File: config.mk
export PLATFORM = sky130hd
export DESIGN_NAME = vga_timing
export DESIGN_NICKNAME = d
export VERILOG_FILES = /design/src/design/vga_text_pkg.sv /design/src/design/vga_timing.sv
export VERILOG_INCLUDE_DIRS = /design/src /design/src/design
export SDC_FILE = /design/constraint.sdc
export NUM_CORES = 1
export LEC_CHECK = 0
export BUFFER_PORTS_ARGS = -buffer_cell sky130_fd_sc_hd__clkbuf_2
export CAP_MARGIN = 20
export CELL_PAD_IN_SITES_DETAIL_PLACEMENT = 1
export CELL_PAD_IN_SITES_GLOBAL_PLACEMENT = 1
export CORE_MARGIN = 8
export CORE_UTILIZATION = 37
export DETAILED_ROUTE_END_ITERATION = 8
export PLACE_DENSITY = 0.78
export SLEW_MARGIN = 20
export SYNTH_ARGS = -nofsm -noshare
export SYNTH_HDL_FRONTEND = slang
export SYNTH_SLANG_ARGS = --single-unit
File: constraint.sdc
create_clock -name clk_25M -period 3.5 [get_ports clk_25M]
set_clock_uncertainty 0.1 [all_clocks]
set_input_delay 0.175 -clock clk_25M [delete_from_list [all_inputs] [get_ports clk_25M]]
set_output_delay 0.175 -clock clk_25M [all_outputs]
set_load 0.005 [all_outputs]
File: src/design/vga_text_macros.svh
// VGA 640x480 timing constants and text grid dimensions
// Phase values are the last count of each phase

`ifndef VGA_TEXT_MACROS_SVH
`define VGA_TEXT_MACROS_SVH

// ------------------------------
// Horizontal timing, pixel clocks
// ------------------------------
`define VGA_H_ACTIVE 10'd639
`define VGA_H_FRONT  10'd15
`define VGA_H_PULSE  10'd95
`define VGA_H_BACK   10'd47

// ------------------------------
// Vertical timing, lines
// ------------------------------
`define VGA_V_ACTIVE 9'd479
`define VGA_V_FRONT  9'd9
`define VGA_V_PULSE  9'd1
`define VGA_V_BACK   9'd32

// ------------------------------
// Text grid, 8x16 pixel cells
// ------------------------------
`define TEXT_COLS  80
`define TEXT_ROWS  30
`define TEXT_CELLS (`TEXT_COLS * `TEXT_ROWS)

`endif

File: src/design/vga_text_pkg.sv
// Shared types for the text-mode VGA subsystem
// Phase enum and cell field types

`default_nettype none

package vga_text_pkg;

  // Four phases of a line or a frame
  typedef enum logic [1:0] {
    PHASE_ACTIVE = 2'd0,
    PHASE_FRONT  = 2'd1,
    PHASE_PULSE  = 2'd2,
    PHASE_BACK   = 2'd3
  } vga_phase_e;

  // Font index, 16 symbols
  typedef logic [3:0] glyph_t;
  // Palette index, bit 2 red, bit 1 green, bit 0 blue
  typedef logic [2:0] color_idx_t;
  // Cell coordinates
  typedef logic [6:0] hchar_t;
  typedef logic [4:0] vchar_t;

endpackage

`default_nettype wire

File: src/design/vga_timing.sv
// VGA timing generator for 640x480 at 25 MHz
// Phase machines, sync, character read coordinates, colour gating

`default_nettype none

`include "vga_text_macros.svh"

module vga_timing import vga_text_pkg::*; (
  input  wire logic   clk_25M,
  input  wire logic   rst,
  // Pixel colour for the coordinates sent one cycle earlier
  input  wire logic [3:0] pixel_red,
  input  wire logic [3:0] pixel_green,
  input  wire logic [3:0] pixel_blue,
  // Character read coordinates
  output hchar_t      read_hchar,
  output vchar_t      read_vchar,
  output logic [2:0]  read_hoffset,
  output logic [3:0]  read_voffset,
  // VGA connector
  output logic [3:0]  vga_r,
  output logic [3:0]  vga_g,
  output logic [3:0]  vga_b,
  output logic        vga_hs,
  output logic        vga_vs,
  output logic        vga_blank_n
);

  // Phase order wraps back to active
  function automatic vga_phase_e next_phase(vga_phase_e p);
    case (p)
      PHASE_ACTIVE: next_phase = PHASE_FRONT;
      PHASE_FRONT:  next_phase = PHASE_PULSE;
      PHASE_PULSE:  next_phase = PHASE_BACK;
      default:      next_phase = PHASE_ACTIVE;
    endcase
  endfunction

  vga_phase_e h_state;
  vga_phase_e v_state;
  logic [9:0] h_counter;
  logic [8:0] v_counter;
  logic [9:0] h_last;
  logic [8:0] v_last;
  logic       h_end;
  logic       v_end;
  logic       line_done;
  logic       h_active;
  logic       v_active;
  logic       active_q;

  // ------------------------------
  // Phase end detection
  // ------------------------------
  always_comb begin
    case (h_state)
      PHASE_ACTIVE: h_last = `VGA_H_ACTIVE;
      PHASE_FRONT:  h_last = `VGA_H_FRONT;
      PHASE_PULSE:  h_last = `VGA_H_PULSE;
      default:      h_last = `VGA_H_BACK;
    endcase
    case (v_state)
      PHASE_ACTIVE: v_last = `VGA_V_ACTIVE;
      PHASE_FRONT:  v_last = `VGA_V_FRONT;
      PHASE_PULSE:  v_last = `VGA_V_PULSE;
      default:      v_last = `VGA_V_BACK;
    endcase
  end

  assign h_end = (h_counter == h_last);
  assign v_end = (v_counter == v_last);
  // Last cycle of back porch closes the line
  assign line_done = h_end && (h_state == PHASE_BACK);

  // ------------------------------
  // Counters and phase machines
  // ------------------------------
  always_ff @(posedge clk_25M) begin
    if (rst) begin
      h_counter <= '0;
      v_counter <= '0;
      h_state   <= PHASE_ACTIVE;
      v_state   <= PHASE_ACTIVE;
    end else begin
      // Counter restarts at every phase end
      h_counter <= h_end ? 10'd0 : h_counter + 10'd1;
      if (h_end)
        h_state <= next_phase(h_state);
      // Vertical side moves once per line
      if (line_done) begin
        v_counter <= v_end ? 9'd0 : v_counter + 9'd1;
        if (v_end)
          v_state <= next_phase(v_state);
      end
    end
  end

  // ------------------------------
  // Read coordinates
  // ------------------------------
  assign h_active = (h_state == PHASE_ACTIVE);
  assign v_active = (v_state == PHASE_ACTIVE);

  // Held at zero outside active area
  assign read_hchar   = h_active ? h_counter[9:3] : '0;
  assign read_hoffset = h_active ? h_counter[2:0] : '0;
  assign read_vchar   = v_active ? v_counter[8:4] : '0;
  assign read_voffset = v_active ? v_counter[3:0] : '0;

  // Sync and blank lag the counters by one cycle, same as pixel data
  always_ff @(posedge clk_25M) begin
    if (rst) begin
      vga_hs   <= 1'b1;
      vga_vs   <= 1'b1;
      active_q <= 1'b0;
    end else begin
      vga_hs   <= (h_state != PHASE_PULSE);
      vga_vs   <= (v_state != PHASE_PULSE);
      active_q <= h_active && v_active;
    end
  end

  assign vga_blank_n = active_q;
  // Colour forced black in blanking
  assign vga_r = active_q ? pixel_red   : 4'd0;
  assign vga_g = active_q ? pixel_green : 4'd0;
  assign vga_b = active_q ? pixel_blue  : 4'd0;

  // Sync low only for the registered pulse phase, never over shown pixels
  hs_in_pulse: assert property (@(posedge clk_25M) disable iff (rst)
    !vga_hs |-> $past(h_state) == PHASE_PULSE && !vga_blank_n);

  h_count_range: assert property (@(posedge clk_25M) disable iff (rst)
    h_counter <= `VGA_H_ACTIVE);

endmodule

`default_nettype wire

Word-level counts from Yosys, hierarchy flattened. Cells that the tools add are included.

Register bits: 26. Bits of input ports: 14. Output and inout port bits: 34. Word-level logic and storage cells: 36.

Add/subtract/negate cells: 2. Equal/unequal tests: 9. Multiplexer cells: 12. Reductions and logical operators: 6.

Operators with widths (number): $pmux W10 S3 (1); $pmux W9 S3 (1); $mux W4 (4); $pmux W2 S3 (2); $add A10 B1 Y10 const B (1); $eq A10 B10 Y1 (1); $add A9 B1 Y9 const B (1); $eq A9 B9 Y1 (1); $mux W9 (1); $mux W7 (1); $eq A2 B2 Y1 const B (3); $mux W5 (1); $eq A2 B1 Y1 const B (2); $logic_not A2 Y1 (2); $ne A2 B2 Y1 const B (2); $mux W3 (1); $logic_and A1 B1 Y1 (2); $reduce_and A2 Y1 (1); $reduce_or A2 Y1 (1).

Logic depth before layout (Yosys ltp).
Word-level depth: 5. Gate-level depth with buffers: 9. Gate-level depth less buffers: 8.

Worst setup path before layout. No wires, ideal clock.

Path kind: register to register. Start: register v_state[0]. End: register v_state[0]. Library setup time: 0.070 ns. Data arrival time: 2.379 ns. Data required time: 3.330 ns. Slack: 0.951 ns. Cell stages (with the launch flop): 9. Clock period less this slack: 2.549 ns. Path through: dfxtp_1 inv_1 ha_1 ha_1 or4_1 nor3_1 o21ai_1 or4_1 a21oi_1.

Longest elaborated chain between the ends: 4. Elaborated cells between the ends (all ways): 7. Classes of those cells: 3 x eq/ne; 2 x mux; 2 x reduce/logical.

RTL lines: from (decl) (line vga_timing.sv:40) `vga_phase_e v_state;`; from (signal assigned) (line vga_timing.sv:93) `v_state <= next_phase(v_state);`; $eq A2 B2 Y1, or another cell as far along (line vga_timing.sv:31, vga_timing.sv:62); $pmux W9 S3 (line vga_timing.sv:62) `case (v_state)`; $eq A9 B9 Y1 (line vga_timing.sv:71) `assign v_end = (v_counter == v_last);`; $reduce_and A2 Y1 (no line).

Parallel ways exist; a longest one is shown, timed or not. A chain may end at the register's enable or synchronous reset.

Final worst setup path.
Start: register v_state[0]. End: register v_state[1].

Same word-level chain as after synthesis.

==> impl_metrics.ini <==
[floorplanning]
core_mm2 = 0.00406
die_width_um = 81.3
placementRows = 23
initial_core_util = 0.389
die_area_mm2 = 0.00661
io_pins = 48
die_y_um = 81.3

[final_layout]
drive_gt1_frac = 0.239
diodes = 0
syn_to_final_growth_pct = 20.7
fin_util = 0.469
final_nets = 261

[yosys]
syn_area_mm2 = 0.00158
yosysTopAreaCell = dfxtp_1
synth_area_per_cell_um2 = 8.53
ys_ff_latch = 26
yosys_warnings = 0
synth_area_leaders = dfxtp_1 (33%), ha_1 (13%), and2_1 (9.9%), nor2_1 (4.3%), a22oi_1 (3.3%)
yosysSeqAreaShare = 0.330
synth_top_area_share = 0.330
synth_cell_types = 33
syn_inst = 185
synth_fp_nets = 215

[critical_path]
cpPeakStageDelay_ns = 0.53
cp.buffers_inverters = 2
end_kind = flop
crit_arrival_ns = 3.20
crit_chain = inv_1, ha_1, ha_1, or4_1, nor3_1, o21ai_1, buf_4, or3_1, a21oi_1
crit_slowest_cell = or4_1
worstPathMaxFanout = 13
cp_data_required_time_ns = 3.60
crit_top_cell = ha_1
cp_top_family = simple AND/OR/NAND/NOR gates
start_kind = flop
setup.worst_path.class = flop to flop

[routing]
ant_nets = 0
drc = 0
initialDrtViolationCount = 89
dr.pass1.iters = 4
wl_per_cell_um = 15.1
via_count = 1429
finalWirelength_mm = 4.23
routed_via_density = 5.10

[global_route]
grt_pass1_wl_mm = 6.99
grtUsageTotal = 0.133
antenna_found_initial = 0
grt_max_degree = 21
grt_overflow = 0
first_global_vias = 1483

[timing]
fmax_mhz = 323
hold_viol_final = 0
max_slew.worst_pin.slew_ns = 0.671
period_needed_ns = 3.10
slew_viol_final = 0
slew_headroom = 0.553
tns_ns = 0
min_period_over_period = 0.885
setup_violations = 0
rsz0062_at_grt = false

[min_path]
holdCritPathClass = primary input to flop

[placement]
portBuffers = 47
dpl.hpwl_mm = 3.31
finalWeightedCongestion = 0.726

[clocking]
clk_latency_ns = 0.27
cts_buffers = 3
cts_root_buf = clkbuf_8
clock_path_buffers = 2
ctsHtreeMaxLevel = 1
ctsResizeCount = 0
cts_hold_buf = 0
postCtsSetupBuffers = 0
cts_tree = built
cts.clk_slew.worst_paths_ns = 0.09
cts_num_sinks = 26

[job]
maxCapViolCount = 0

[pwr]
peakVddDrop_mv = 0.243
p_total_mw = 0.541
cellPowerDensity_mw_per_mm2 = 284
p_leak_nw = 0.800

[run_status]
status = finished clean
==> sequential cells by signal (all words and copies together) (netlist names) <==
signal and flops:
vga_vs 1, h_counter 10, v_counter 9, h_state 2, v_state 2, vga_blank_n 1, vga_hs 1
==> path summary, 6_finish.rpt <==
check | from | endpoint | slack, ns | cells past startpoint
max | v_state[0] | v_state[1] | 0.40 | 9
min | rst | v_counter[1] | 0.25 | 2
max reg2reg | v_state[0] | v_state[1] | 0.40 | 9
min reg2reg | h_counter[0] | h_counter[0] | 0.39 | 1
==> logic make-up (layout without fill, tap and decap cells) <==
family,Yosys count,after routing,share of synthesized area
AND/OR/NAND/NOR,87,87,0.308
AO/OA/AOI/OAI,30,30,0.140
flip-flops,26,26,0.330
buffers and inverters,17,62,0.0452
adder cells (fa/ha/maj),16,16,0.127
XOR/XNOR,9,9,0.0500
==> placed cells by master (no fill, tap or decap), types with 2 or more instances in the layout <==
cell      instances
a21oi_1           6
a22oi_1           7
a311oi_1          2
and2_1           25
and3_1            5
clkbuf_2         47
clkbuf_8          4
dfxtp_1          26
ha_1             16
inv_1            10
nand2_1           7
nand2b_1          3
nand3_1           9
nand3b_1          2
nor2_1           18
nor3_1            2
nor3b_1           5
o21ai_0           5
o31ai_1           5
or3_1             4
or4_1             2
xnor2_1           6
xor2_1            3
==> cell type report <==
cell class,count,area (um2)
Clock buffer,4,55.1
Multi-Input combinational cell,142,986
Fill cell,521,2150
Inverter,10,37.5
Timing Repair Buffer,48,243
Tap cell,50,62.6
Sequential cell,26,520
==> power breakdown <==
part           total, mW  switching, mW  leakage [nW]  internal (mW)
Sequential         0.304        0.00473         0.210          0.299
Combinational     0.0389         0.0184         0.561         0.0205
Clock              0.198         0.0975        0.0288          0.101
Total              0.541          0.121         0.800          0.420
==> metrics by stage <==
step / std cells / hold WS (ns) / setup WS [ns] / cell area [um2]
2_1_floorplan: 185 / 0.333 / 0.951 / 1580
5_1_grt: 280 / 0.269 / 0.157 / 1900
4_1_cts: 280 / 0.260 / 0.340 / 1900
3_5_place_dp: 276 / 0.368 / 0.344 / 1850
6_report: 280 / 0.254 / 0.402 / 1900
3_3_place_gp: 276 / 0.357 / 0.499 / 1850
==> cells in the mapped netlist, drive strengths merged <==
master / n
dfxtp: 26
and2: 25
nor2: 18
ha: 16
inv: 10
nand3: 9
nand2: 8
a22oi: 7
a21oi: 6
clkbuf: 6
o21ai: 6
xnor2: 6
and3: 5
nor3b: 5
o31ai: 5
or3: 4
nand2b: 3
xor2: 3
a2111oi: 2
a311oi: 2
nand3b: 2
nor3: 2
or4: 2
a211o: 1
a211oi: 1
and3b: 1
and4: 1
buf: 1
or2: 1
or3b: 1
==> metal layers <==
layer / vias to the layer above / track usage / wire [um]
met5: - / 0 / 0
met4: 0 / 0.0321 / 31
met3: 2 / 0.0320 / 151
met2: 23 / 0.254 / 2250
met1: 670 / 0.143 / 1800
li1: 734 / - / -
Power figures use the tool's default switching activity.
