===== src/design/vga_text_macros.svh =====
// VGA 640x480 timing constants and text grid dimensions
// Phase values are the last count of each phase

`ifndef VGA_TEXT_MACROS_SVH
`define VGA_TEXT_MACROS_SVH

// ------------------------------
// Horizontal timing, pixel clocks
// ------------------------------
`define VGA_H_ACTIVE 10'd639
`define VGA_H_FRONT  10'd15
`define VGA_H_PULSE  10'd95
`define VGA_H_BACK   10'd47

// ------------------------------
// Vertical timing, lines
// ------------------------------
`define VGA_V_ACTIVE 9'd479
`define VGA_V_FRONT  9'd9
`define VGA_V_PULSE  9'd1
`define VGA_V_BACK   9'd32

// ------------------------------
// Text grid, 8x16 pixel cells
// ------------------------------
`define TEXT_COLS  80
`define TEXT_ROWS  30
`define TEXT_CELLS (`TEXT_COLS * `TEXT_ROWS)

`endif


===== src/design/vga_text_pkg.sv =====
// Shared types for the text-mode VGA subsystem
// Phase enum and cell field types

`default_nettype none

package vga_text_pkg;

  // Four phases of a line or a frame
  typedef enum logic [1:0] {
    PHASE_ACTIVE = 2'd0,
    PHASE_FRONT  = 2'd1,
    PHASE_PULSE  = 2'd2,
    PHASE_BACK   = 2'd3
  } vga_phase_e;

  // Font index, 16 symbols
  typedef logic [3:0] glyph_t;
  // Palette index, bit 2 red, bit 1 green, bit 0 blue
  typedef logic [2:0] color_idx_t;
  // Cell coordinates
  typedef logic [6:0] hchar_t;
  typedef logic [4:0] vchar_t;

endpackage

`default_nettype wire


===== src/design/glyph_renderer.sv =====
// Glyph renderer with built-in 16-symbol 8x8 font
// Pixel bit select and 3-bit palette expansion to 4-bit RGB

`default_nettype none

module glyph_renderer import vga_text_pkg::*; (
  input  wire logic       clk_25M,
  // Offsets inside the cell, one cycle ahead of the cell data
  input  wire logic [2:0] read_hoffset,
  input  wire logic [3:0] read_voffset,
  // Cell contents from the buffer
  input  wire glyph_t     cell_glyph,
  input  wire color_idx_t cell_fg,
  input  wire color_idx_t cell_bg,
  // Pixel colour
  output logic [3:0]      pixel_red,
  output logic [3:0]      pixel_green,
  output logic [3:0]      pixel_blue
);

  // ------------------------------
  // Font table
  // ------------------------------
  // Top row in the high byte, bit 7 of each row is the leftmost pixel
  localparam logic [63:0] FONT [16] = '{
    64'h0000000000000000,  // blank
    64'h3C666E7666663C00,  // 0
    64'h1838181818187E00,  // 1
    64'h3C66060C30607E00,  // 2
    64'h3C66061C06663C00,  // 3
    64'h0C1C3C6C7E0C0C00,  // 4
    64'h7E607C0606663C00,  // 5
    64'h3C607C6666663C00,  // 6
    64'h7E060C1830303000,  // 7
    64'h3C66663C66663C00,  // 8
    64'h3C66663E060C3800,  // 9
    64'h183C66667E666600,  // A
    64'h7C66667C66667C00,  // B
    64'h3C66606060663C00,  // C
    64'h786C6666666C7800,  // D
    64'h7E60607C60607E00   // E
  };

  logic [2:0]  hoff_q;
  logic [3:0]  voff_q;
  logic [2:0]  glyph_row;
  logic [63:0] glyph_bits;
  logic [7:0]  row_bits;
  logic        pixel_on;
  color_idx_t  sel_color;

  // Align offsets with the registered buffer read
  always_ff @(posedge clk_25M) begin
    hoff_q <= read_hoffset;
    voff_q <= read_voffset;
  end

  // ------------------------------
  // Pixel lookup
  // ------------------------------
  // 16 lines per cell, each font row shown twice
  assign glyph_row  = voff_q[3:1];
  assign glyph_bits = FONT[cell_glyph];
  // Row 0 sits in bits 63:56
  assign row_bits   = glyph_bits[{3'd7 - glyph_row, 3'b000} +: 8];
  assign pixel_on   = row_bits[3'd7 - hoff_q];

  // Foreground on set bits, background elsewhere
  assign sel_color = pixel_on ? cell_fg : cell_bg;

  // Palette bit to full-scale channel
  assign pixel_red   = {4{sel_color[2]}};
  assign pixel_green = {4{sel_color[1]}};
  assign pixel_blue  = {4{sel_color[0]}};

endmodule

`default_nettype wire


===== config.mk =====
export PLATFORM = sky130hd
export DESIGN_NAME = glyph_renderer
export DESIGN_NICKNAME = d
export VERILOG_FILES = /design/src/design/vga_text_macros.svh /design/src/design/vga_text_pkg.sv /design/src/design/glyph_renderer.sv
export SDC_FILE = /design/constraint.sdc
export NUM_CORES = 1
export LEC_CHECK = 0
export ABC_AREA = 0
export BUFFER_PORTS_ARGS = -buffer_cell sky130_fd_sc_hd__buf_2
export CAP_MARGIN = 15
export CELL_PAD_IN_SITES_DETAIL_PLACEMENT = 0
export CELL_PAD_IN_SITES_GLOBAL_PLACEMENT = 1
export CORE_ASPECT_RATIO = 1.25
export CORE_MARGIN = 4
export CORE_UTILIZATION = 43
export CTS_BUF_LIST = sky130_fd_sc_hd__clkbuf_4 sky130_fd_sc_hd__clkbuf_8 sky130_fd_sc_hd__clkbuf_16
export CTS_CLUSTER_DIAMETER = 60
export CTS_CLUSTER_SIZE = 8
export DETAILED_ROUTE_END_ITERATION = 10
export GPL_ROUTABILITY_DRIVEN = 0
export PLACE_DENSITY = 0.84
export SETUP_SLACK_MARGIN = 0.2
export SYNTH_ARGS = -nofsm -noshare
export SYNTH_HDL_FRONTEND = slang
export SYNTH_SLANG_ARGS = --single-unit

===== constraint.sdc =====
create_clock -name clk_25M -period 9.79 [get_ports clk_25M]
set_clock_uncertainty 0.2 [all_clocks]
set_input_delay 1.958 -clock clk_25M [delete_from_list [all_inputs] [get_ports clk_25M]]
set_output_delay 1.958 -clock clk_25M [all_outputs]
set_load 0.01 [all_outputs]

# After elaboration in Yosys (flattened, before gate mapping)
# Memory sizes are Yosys's and may differ from the RTL's.
# Cells that the tools add are included.
dict set report op_classes {
  eq_ne 0
  add_sub_neg 2
  magnitude_cmp 2
  n_div 0
  reduce_logical 0
  mux 5
  bitwise_logic 1
  mul 0
  shift 1
}
# operator count
set ops {}
lappend ops {{64-bit 2-to-1 mux} 2}
lappend ops {{64-bit by 7-bit indexed part select with 8-bit output} 1}
lappend ops {{3-bit subtractor, first input constant} 2}
lappend ops {{5-bit greater-or-equal comparator, second input constant} 1}
lappend ops {{4-bit inverter with 5-bit output} 1}
lappend ops {{3-bit by 4-bit < comparator with 1-bit output, second input constant} 1}
lappend ops {{1-bit binary-select mux with 3-bit select} 1}
lappend ops {{3-bit 2-to-1 mux} 1}
lappend ops {{1-bit 2-to-1 mux} 1}
dict set report word_totals {
  n_memories 1
  latchBits 0
  mem_bits_rw 0
  mem_bits_ro 1024
  elab_cells 14
  ff_bits 7
}
# name depth word_bits rd rd_ports_with_merged_regs write_ports line_no
set memory_table {}
lappend memory_table {{(name not given)} 16 64 1 0 0 glyph_renderer.sv:63} ;# assign glyph_bits = FONT[cell_glyph];

# Longest topological paths before layout
# Gate-level depths: netlist of run 1.
dict set report depth {
  depth_word 8
  ltp_mapped 12
  depth_no_buf 9
}

# Worst setup path before layout of run 1
# OpenSTA, ideal clock, no wires.
dict set report synth_timing {
  kind {input-to-output}
  from {input port cell_glyph[0]}
  to {output port pixel_blue[1]}
  required_ns 7.632
  cell_stages 12
  arrival_time_ns 4.544
  path_slack_ns 3.088
  path_cell_list {clkbuf_1 inv_1 ha_1 clkbuf_1 mux2_2 and2_1 o221ai_1 a211o_1 a21oi_1 a2111oi_4 mux2_1 buf_4}
}
dict set report synth_between {
  elab_chain_len 8
}
# item line_no
set synth_lines {}
lappend synth_lines {{start: declaration} glyph_renderer.sv:12} ;# input wire glyph_t cell_glyph,
lappend synth_lines {{4-bit inverter with 5-bit output (not written as such)} glyph_renderer.sv:63}
lappend synth_lines {{memory 16 x 64 bit} --}
lappend synth_lines {{64-bit 2-to-1 mux (not written as such) (2 in series)} glyph_renderer.sv:63}
lappend synth_lines {{64-bit by 7-bit indexed part select with 8-bit output} glyph_renderer.sv:65} ;# assign row_bits = glyph_bits[{3'd7 - glyph_row, 3'b000} +: 8];
lappend synth_lines {{1-bit binary-select mux with 3-bit select} glyph_renderer.sv:66} ;# assign pixel_on = row_bits[3'd7 - hoff_q];
lappend synth_lines {{1-bit 2-to-1 mux (not written as such)} glyph_renderer.sv:66}
lappend synth_lines {{3-bit 2-to-1 mux} glyph_renderer.sv:69} ;# assign sel_color = pixel_on ? cell_fg : cell_bg;
lappend synth_lines {{end: declaration} glyph_renderer.sv:18} ;# output logic [3:0] pixel_blue
# Every way passes these cells. The select of a mux whose other input is x is not followed.

# Worst setup path after layout of run 1
dict set report layout_timing {
  from {input port cell_glyph[2]}
  to {output port pixel_blue[3]}
}
# Same word-level chain as after synthesis.

==> results of run 1 <==
==> state kept, by name (all words and copies together) (netlist names) <==
name	cells
hoff_q	3
voff_q	3
==> cell usage after synthesis (all sizes together), types with 4 or more instances <==
library cell	number	area share, %
nand2	12	3.1
ha	9	7.7
nand2b	7	3.0
mux2i	8	5.5
a311oi	4	2.4
inv	6	1.5
o21ai	10	3.4
a2111oi	5	5.6
buf	23	9.8
a211oi	6	3.1
nor2b	6	2.6
a31oi	4	1.7
clkbuf	7	1.8
a21oi	13	4.4
nor2	11	2.8
dfxtp	6	8.2
nand3	5	1.7
nor3	7	2.4
mux2	6	4.9
==> metrics by stage <==
step | instance area (um2) | hold WS (ns) | util [%]
2_1_floorplan | 1463 | 1.786 | -
3_3_place_gp | 1480 | 1.862 | 45.52
3_5_place_dp | 1480 | 1.862 | 45.52
4_1_cts | 1521 | 1.633 | 46.79
5_1_grt | 1521 | 1.637 | 46.79
6_report | 1521 | 1.640 | 46.79
==> worst min-delay path by stage <==
stage | startpoint | end | slack, ns | cells past startpoint
2_1_floorplan | read_hoffset[0] | hoff_q[0] | 1.79 | 0
3_3_place_gp | read_hoffset[0] | hoff_q[0] | 1.86 | 1
3_5_place_dp | read_hoffset[2] | hoff_q[2] | 1.86 | 1
4_1_cts | read_hoffset[2] | hoff_q[2] | 1.63 | 1
5_1_grt | read_voffset[1] | voff_q[1] | 1.64 | 1
6_report | read_hoffset[2] | hoff_q[2] | 1.64 | 1
==> where the power goes <==
part	switching, mW	leakage [nW]	total (mW)	internal, mW
clock	0.00951	0.0216	0.0358	0.0263
sequential	0.00523	0.0506	0.0312	0.0260
combinational	0.0358	0.520	0.0622	0.0264
==> critical path: cells and delay by family <==
family                   cells  cell delay (ns)
multiplexers                 1             0.39
adder cells (fa/ha/maj)      1             0.30
AND/OR/NAND/NOR              1             0.14
buffers and inverters        3             0.93
AO/OA/AOI/OAI                5             1.16
==> area by class of cell <==
type                       instances  area (um2)
sequential                         6       120.1
timing repair buffer              28       140.1
tap                               37       46.29
clock buffer                       3       41.29
fill                             347        1730
multi-input combinational        157        1151
inverter                           6       22.52
==> routing by layer <==
metal | vias to the layer above | track usage (%)
li1 | 748 | -
met5 | - | 0
met3 | 6 | 1.593
met4 | 0 | 6.897
met1 | 694 | 27.72
met2 | 80 | 31.25
==> placed cells by master, fill, tap and decap left out, types with 6 or more instances in the layout <==
cell type	instances
buf_2	28
dfxtp_1	6
ha_1	9
nor3_1	7
nand2b_1	7
o21ai_0	10
nor2_1	11
nand2_1	12
mux2i_1	8
nor2b_1	6
a21oi_1	13
a211oi_1	6
==> cell families after synthesis <==
family | after synthesis
DFF | 6
xor gates and xnor gates | 2
muxes | 14
adders and majority gates | 9
and+or+nand+nor | 66
AOI/OAI and AO/OA | 66
buffers and inverters | 36
==> results_tabular.tex, run 1 <==
\begin{tabular}{lr}
\hline
Metric & Value \\
\hline
\multicolumn{2}{l}{\textbf{Floorplanning}} \\
Standard cell core area & 3252 um2 \\
Die area & 4404 um2 \\
I/O pin count & 30 \\
Starting density of the core & 44.98\% \\
Die boundary height & 73.21 um \\
Horizontal die dimension & 60.17 um \\
Number of standard-cell rows in the floorplan & 23 \\
\multicolumn{2}{l}{\textbf{Place}} \\
Final HPWL DP & 2928 um \\
Number of placed instances, taps included & 234 \\
Worst setup slack after placement & 2.784 ns \\
Number of port buffers & 28 \\
\multicolumn{2}{l}{\textbf{Setup path}} \\
Slowest stage cell on the critical path & a2111oi\_1 \\
Crit end category & primary output \\
Worst setup path endpoint & pixel\_blue[3] \\
CP max FO & 51 \\
Endpoint required time on the critical path & 7.63 ns \\
Kind of critical path & input pin to primary output \\
Type of element launching the critical path & input pin \\
Arrival time at the worst endpoint & 4.90 ns \\
Slowest Stage Delay on Critical Path & 0.71 ns \\
Worst path cell trace & buf\_2 -> inv\_2 -> ha\_1 -> o21ai\_0 -> a31oi\_1 -> nor2\_1 -> a22oi\_1 -> a2111oi\_1 -> a2111oi\_4 -> mux2\_1 -> buf\_2 \\
Launching instance or port of the critical path & cell\_glyph[2] \\
Cell repeated most along the worst path & buf\_2 \\
\multicolumn{2}{l}{\textbf{Synthesis}} \\
Average cell area after synthesis & 7.350 um2 \\
Xor-xnor portion of the synthesized cell area & 1.198\% \\
Count of warnings emitted by yosys & 0 \\
Post-Syn Nets & 226 \\
EDFF count, synth & 0 \\
Fraction of the mapped netlist area in simple logic gates & 24.47\% \\
Syn Inst Count & 199 \\
Main combinational cell family by area after synthesis & compound AO/OA/AOI/OAI gates \\
Mux share of post-synthesis cell area & 10.35\% \\
Area share of fa/ha/maj cells after synthesis & 7.699\% \\
Proportion of register bits with asynchronous set or reset after synthesis & 0\% \\
Predominant post-synthesis flop cell & dfxtp\_1 \\
Sequential fraction of the synthesis area & 8.212\% \\
Fraction of the mapped netlist area in compound gates & 34.99\% \\
Flip-flop and latch count after synthesis & 6 \\
Summed instance area of the synthesized netlist & 1463 um2 \\
Cell variety after synth & 54 \\
\multicolumn{2}{l}{\textbf{Timing}} \\
Total Neg Setup Slack & 0 ns \\
Final cycle utilization of the critical path & 72.14\% \\
Setup violations, final & 0 \\
Remaining max-slew budget at the tightest pin & 31.46\% \\
Count of final hold-check violations & 0 \\
Max-slew violations & 0 \\
Setup repair after global routing missed its margin & no \\
Shortest period the worst path allows & 7.062 ns \\
Fmax & 0.1416 GHz \\
Pin slew with the least headroom to its limit & 1.027 ns \\
Smallest setup slack after layout & 2.728 ns \\
\multicolumn{2}{l}{\textbf{Route}} \\
Detail-routed via count per cell & 6.447 \\
DRC viols & 0 \\
Total length of routed met2 wires & 1963 um \\
Wire length per cell & 17.44 um \\
Final ANT Viol Nets & 0 \\
Wire length on met1 & 1812 um \\
Number of design-rule violations left by the first detailed-router iteration & 113 \\
Total vias in the final route & 1528 \\
Drt first pass iters & 4 \\
Total wire length after detailed routing & 4134 um \\
Metal3 WL & 294 um \\
Top routing layer in use & met4 \\
\multicolumn{2}{l}{\textbf{GRT}} \\
Wire length of the first global-routing pass & 6865 um \\
Initial antenna violation count & 0 \\
Via count of the first global-routing pass & 1437 \\
Maximum number of pins on one net before global-route repair & 52 \\
Total routing usage reported by global routing & 19.79\% \\
Remaining global-route overflow & 0 \\
\multicolumn{2}{l}{\textbf{CTS}} \\
Count of instances resized after the clock tree is built & 0 \\
Hold buffer count at cts & 0 \\
Root buffer cell & clkbuf\_8 \\
Clock tree from TritonCTS & done \\
Maximum root-to-sink buffer count & 2 \\
Clock slew at reported path FFs & 0.03 ns \\
Clock sink count & 6 \\
H-tree levels & 1 \\
Number of CTS-inserted buffers & 3 \\
Post-CTS setup buffer count & 0 \\
\multicolumn{2}{l}{\textbf{Cells and area}} \\
Number of diodes & 0 \\
Synth-to-layout area growth & 4.021\% \\
Layout cell share with drive strength beyond 1 & 20.50\% \\
Net total in the final layout & 229 \\
Final Instance Count excl. Fillers & 237 \\
\multicolumn{2}{l}{\textbf{Pwr}} \\
Power density over the cells & 84.92 nW/um2 \\
Static leakage & 0.5923 nW \\
Worst vdd rail ir drop & 0.08365 mV \\
Total power draw & 129.2 uW \\
\multicolumn{2}{l}{\textbf{Outcome}} \\
Result of the run & finished, final reports clean \\
\multicolumn{2}{l}{\textbf{Flow run}} \\
Max-cap violations & 0 \\
\multicolumn{2}{l}{\textbf{Min path}} \\
Hold WC Path Type & input pin to flop \\
\hline
\end{tabular}
No activity file was read; power rests on OpenSTA's default activity.
==> run 2: changes to the inputs <==
Settings changed: CORE_UTILIZATION 43 to 40, PLACE_DENSITY 0.84 to 0.79.
Clock period 9.79 ns to 6.8 ns, I/O delays scaled along.
==> run 2 against run 1 <==
Critical path depth is the same; sequential share of layout area about the same; global-route usage decreased by 1.3 points; cell count up 0.84%; flip-flop and latch count unchanged; clock power rose by 41%; sequential power increased by 44%; power rose by 43%; core utilization is 3.4 points lower; final area grew 0.16%; non-clock buffer count is the same; combinational power is 44% higher; critical path type unchanged; critical endpoint is now pixel_blue[2]; largest cell class unchanged; highest routed layer unchanged.
==> results_tabular.tex, run 2 (synthesis gave the netlist of run 1 again) <==
\begin{tabular}{lr}
\hline
Metric & Value \\
\hline
\multicolumn{2}{l}{\textbf{CTS}} \\
Clock slew at reported path FFs & 0.03 ns \\
H-tree levels & 1 \\
Maximum root-to-sink buffer count & 2 \\
Post-CTS setup buffer count & 0 \\
Hold buffer count at cts & 0 \\
Root buffer cell & clkbuf\_8 \\
Count of instances resized after the clock tree is built & 0 \\
Clock tree from TritonCTS & done \\
Clock sink count & 6 \\
Number of CTS-inserted buffers & 3 \\
\multicolumn{2}{l}{\textbf{Place}} \\
Number of port buffers & 28 \\
Dpl cell area & 1483 um2 \\
Final HPWL DP & 2942 um \\
\multicolumn{2}{l}{\textbf{Cells and area}} \\
Commonest non-fill, non-tap cell in the layout & buf\_2 \\
Area of all placed cells without fillers & 1524 um2 \\
Synth-to-layout area growth & 4.191\% \\
Net total in the final layout & 229 \\
Number of diodes & 0 \\
Largest registers & hoff\_q x3, voff\_q x3 \\
Filler cell count in the final layout & 382 \\
Layout cell share with drive strength beyond 1 & 20.50\% \\
Highest-count cells in the layout ignoring fill and taps & buf\_2, a21oi\_1, nand2\_1 \\
\multicolumn{2}{l}{\textbf{GRT}} \\
Maximum number of pins on one net before global-route repair & 52 \\
Remaining global-route overflow & 0 \\
Via count of the first global-routing pass & 1381 \\
Total routing usage reported by global routing & 18.49\% \\
Initial antenna violation count & 0 \\
Wire length of the first global-routing pass & 6679 um \\
\multicolumn{2}{l}{\textbf{Route}} \\
Total wire length after detailed routing & 4205 um \\
Total vias in the final route & 1533 \\
Drt first pass iters & 4 \\
Final ANT Viol Nets & 0 \\
Detail-routed via count per cell & 6.414 \\
Wire length per cell & 17.59 um \\
DRC viols & 0 \\
Number of design-rule violations left by the first detailed-router iteration & 141 \\
\multicolumn{2}{l}{\textbf{Timing}} \\
Setup violations, final & 0 \\
Pin slew with the least headroom to its limit & 1.046 ns \\
Remaining max-slew budget at the tightest pin & 30.16\% \\
Setup repair after global routing missed its margin & no \\
Final cycle utilization of the critical path & 85.49\% \\
Fmax & 0.1720 GHz \\
Count of final hold-check violations & 0 \\
Total Neg Setup Slack & 0 ns \\
Worst hold margin & 1.045 ns \\
Shortest period the worst path allows & 5.813 ns \\
Max-slew violations & 0 \\
\multicolumn{2}{l}{\textbf{Setup path}} \\
Kind of critical path & input pin to primary output \\
Crit end category & primary output \\
Slowest Stage Delay on Critical Path & 0.41 ns \\
CP max FO & 17 \\
Launching instance or port of the critical path & cell\_glyph[0] \\
Type of element launching the critical path & input pin \\
Slowest stage cell on the critical path & ha\_1 \\
Endpoint required time on the critical path & 5.24 ns \\
Arrival time at the worst endpoint & 4.25 ns \\
Worst path cell trace & buf\_2 -> inv\_1 -> ha\_1 -> a21oi\_1 -> mux2\_4 -> a2111oi\_4 -> a32oi\_1 -> and4\_4 -> a2111oi\_4 -> mux2\_1 -> buf\_2 \\
\multicolumn{2}{l}{\textbf{Pwr}} \\
Logic pwr share & 48.4\% \\
Relative contribution of the clock network to total power & 27.3\% \\
Pint & 113.1 uW \\
Static leakage & 0.5923 nW \\
Switch share & 38.74\% \\
Power density over the cells & 121.2 nW/um2 \\
Total net switching power & 71.56 uW \\
Worst vdd rail ir drop & 0.1139 mV \\
Power share of the sequential group & 24.4\% \\
Total power draw & 184.7 uW \\
\multicolumn{2}{l}{\textbf{Floorplanning}} \\
Die boundary height & 75.61 um \\
Horizontal die dimension & 62.09 um \\
Die area & 4694 um2 \\
Starting density of the core & 41.63\% \\
Number of standard-cell rows in the floorplan & 24 \\
Standard cell core area & 3513 um2 \\
I/O pin count & 30 \\
\multicolumn{2}{l}{\textbf{Outcome}} \\
Result of the run & finished, final reports clean \\
\multicolumn{2}{l}{\textbf{Min path}} \\
Hold WC Path Type & input pin to flop \\
Hold\_sp & read\_hoffset[1] \\
Worst Hold Endpoint & hoff\_q[1] \\
Depth of the worst hold-timing path & 1 \\
\multicolumn{2}{l}{\textbf{Flow run}} \\
Max-cap violations & 0 \\
\hline
\end{tabular}
run 2: cell counts in the layout (fill, tap and decap cells not counted):
No cell type changed its count.
run 2: worst max-delay path, delay by kind of cell:
family	cells	cell delay, ns
AO/OA/AOI/OAI	4	0.94
multiplexers	2	0.72
buffers and inverters	3	0.54
adder cells (fa/ha/maj)	1	0.41
AND/OR/NAND/NOR	1	0.27
run 2: layout make-up:
type / count / area [um2] / share of cell area, %
multi-input combinational: 157 / 1151 / 75.53
timing repair buffer: 28 / 140.1 / 9.195
sequential: 6 / 120.1 / 7.882
tap: 39 / 48.80 / 3.202
clock buffer: 3 / 41.29 / 2.709
inverter: 6 / 22.52 / 1.478
run 2: metrics by stage:
step / cells / worst slack [ns] / utilization, %
2_1_floorplan: 199 / 1.294 / -
3_3_place_gp: 236 / 1.022 / 42.20
3_5_place_dp: 236 / 1.007 / 42.20
4_1_cts: 239 / 1.001 / 43.38
5_1_grt: 239 / 0.7573 / 43.38
6_report: 239 / 0.9866 / 43.38
run 2: power by group through the flow:
stage | Sequential, mW | Clock (mW) | Combinational (mW)
floorplan | 0.0390 | 0 | 0.0783
global placement | 0.0451 | 0 | 0.0867
detailed placement | 0.0452 | 0 | 0.0882
global route | 0.0456 | 0.0536 | 0.0974
finish | 0.0450 | 0.0503 | 0.0893
CTS | 0.0448 | 0.0518 | 0.0886
run 2: how the worst max path moves through the flow:
stage,end,slack [ns],depth (start not counted)
6_report,pixel_blue[2],0.99,11
2_1_floorplan,pixel_blue[1],1.29,12
3_3_place_gp,pixel_blue[2],1.02,11
5_1_grt,pixel_red[1],0.76,11
4_1_cts,pixel_blue[2],1.00,11
3_5_place_dp,pixel_blue[2],1.01,11
run 2: routing by layer:
metal  GRT usage, %  part of all wire (%)
met5              0                     0
met2          31.80                    50
met3          1.186                   7.0
met4          4.245                  0.50
met1          24.82                    42
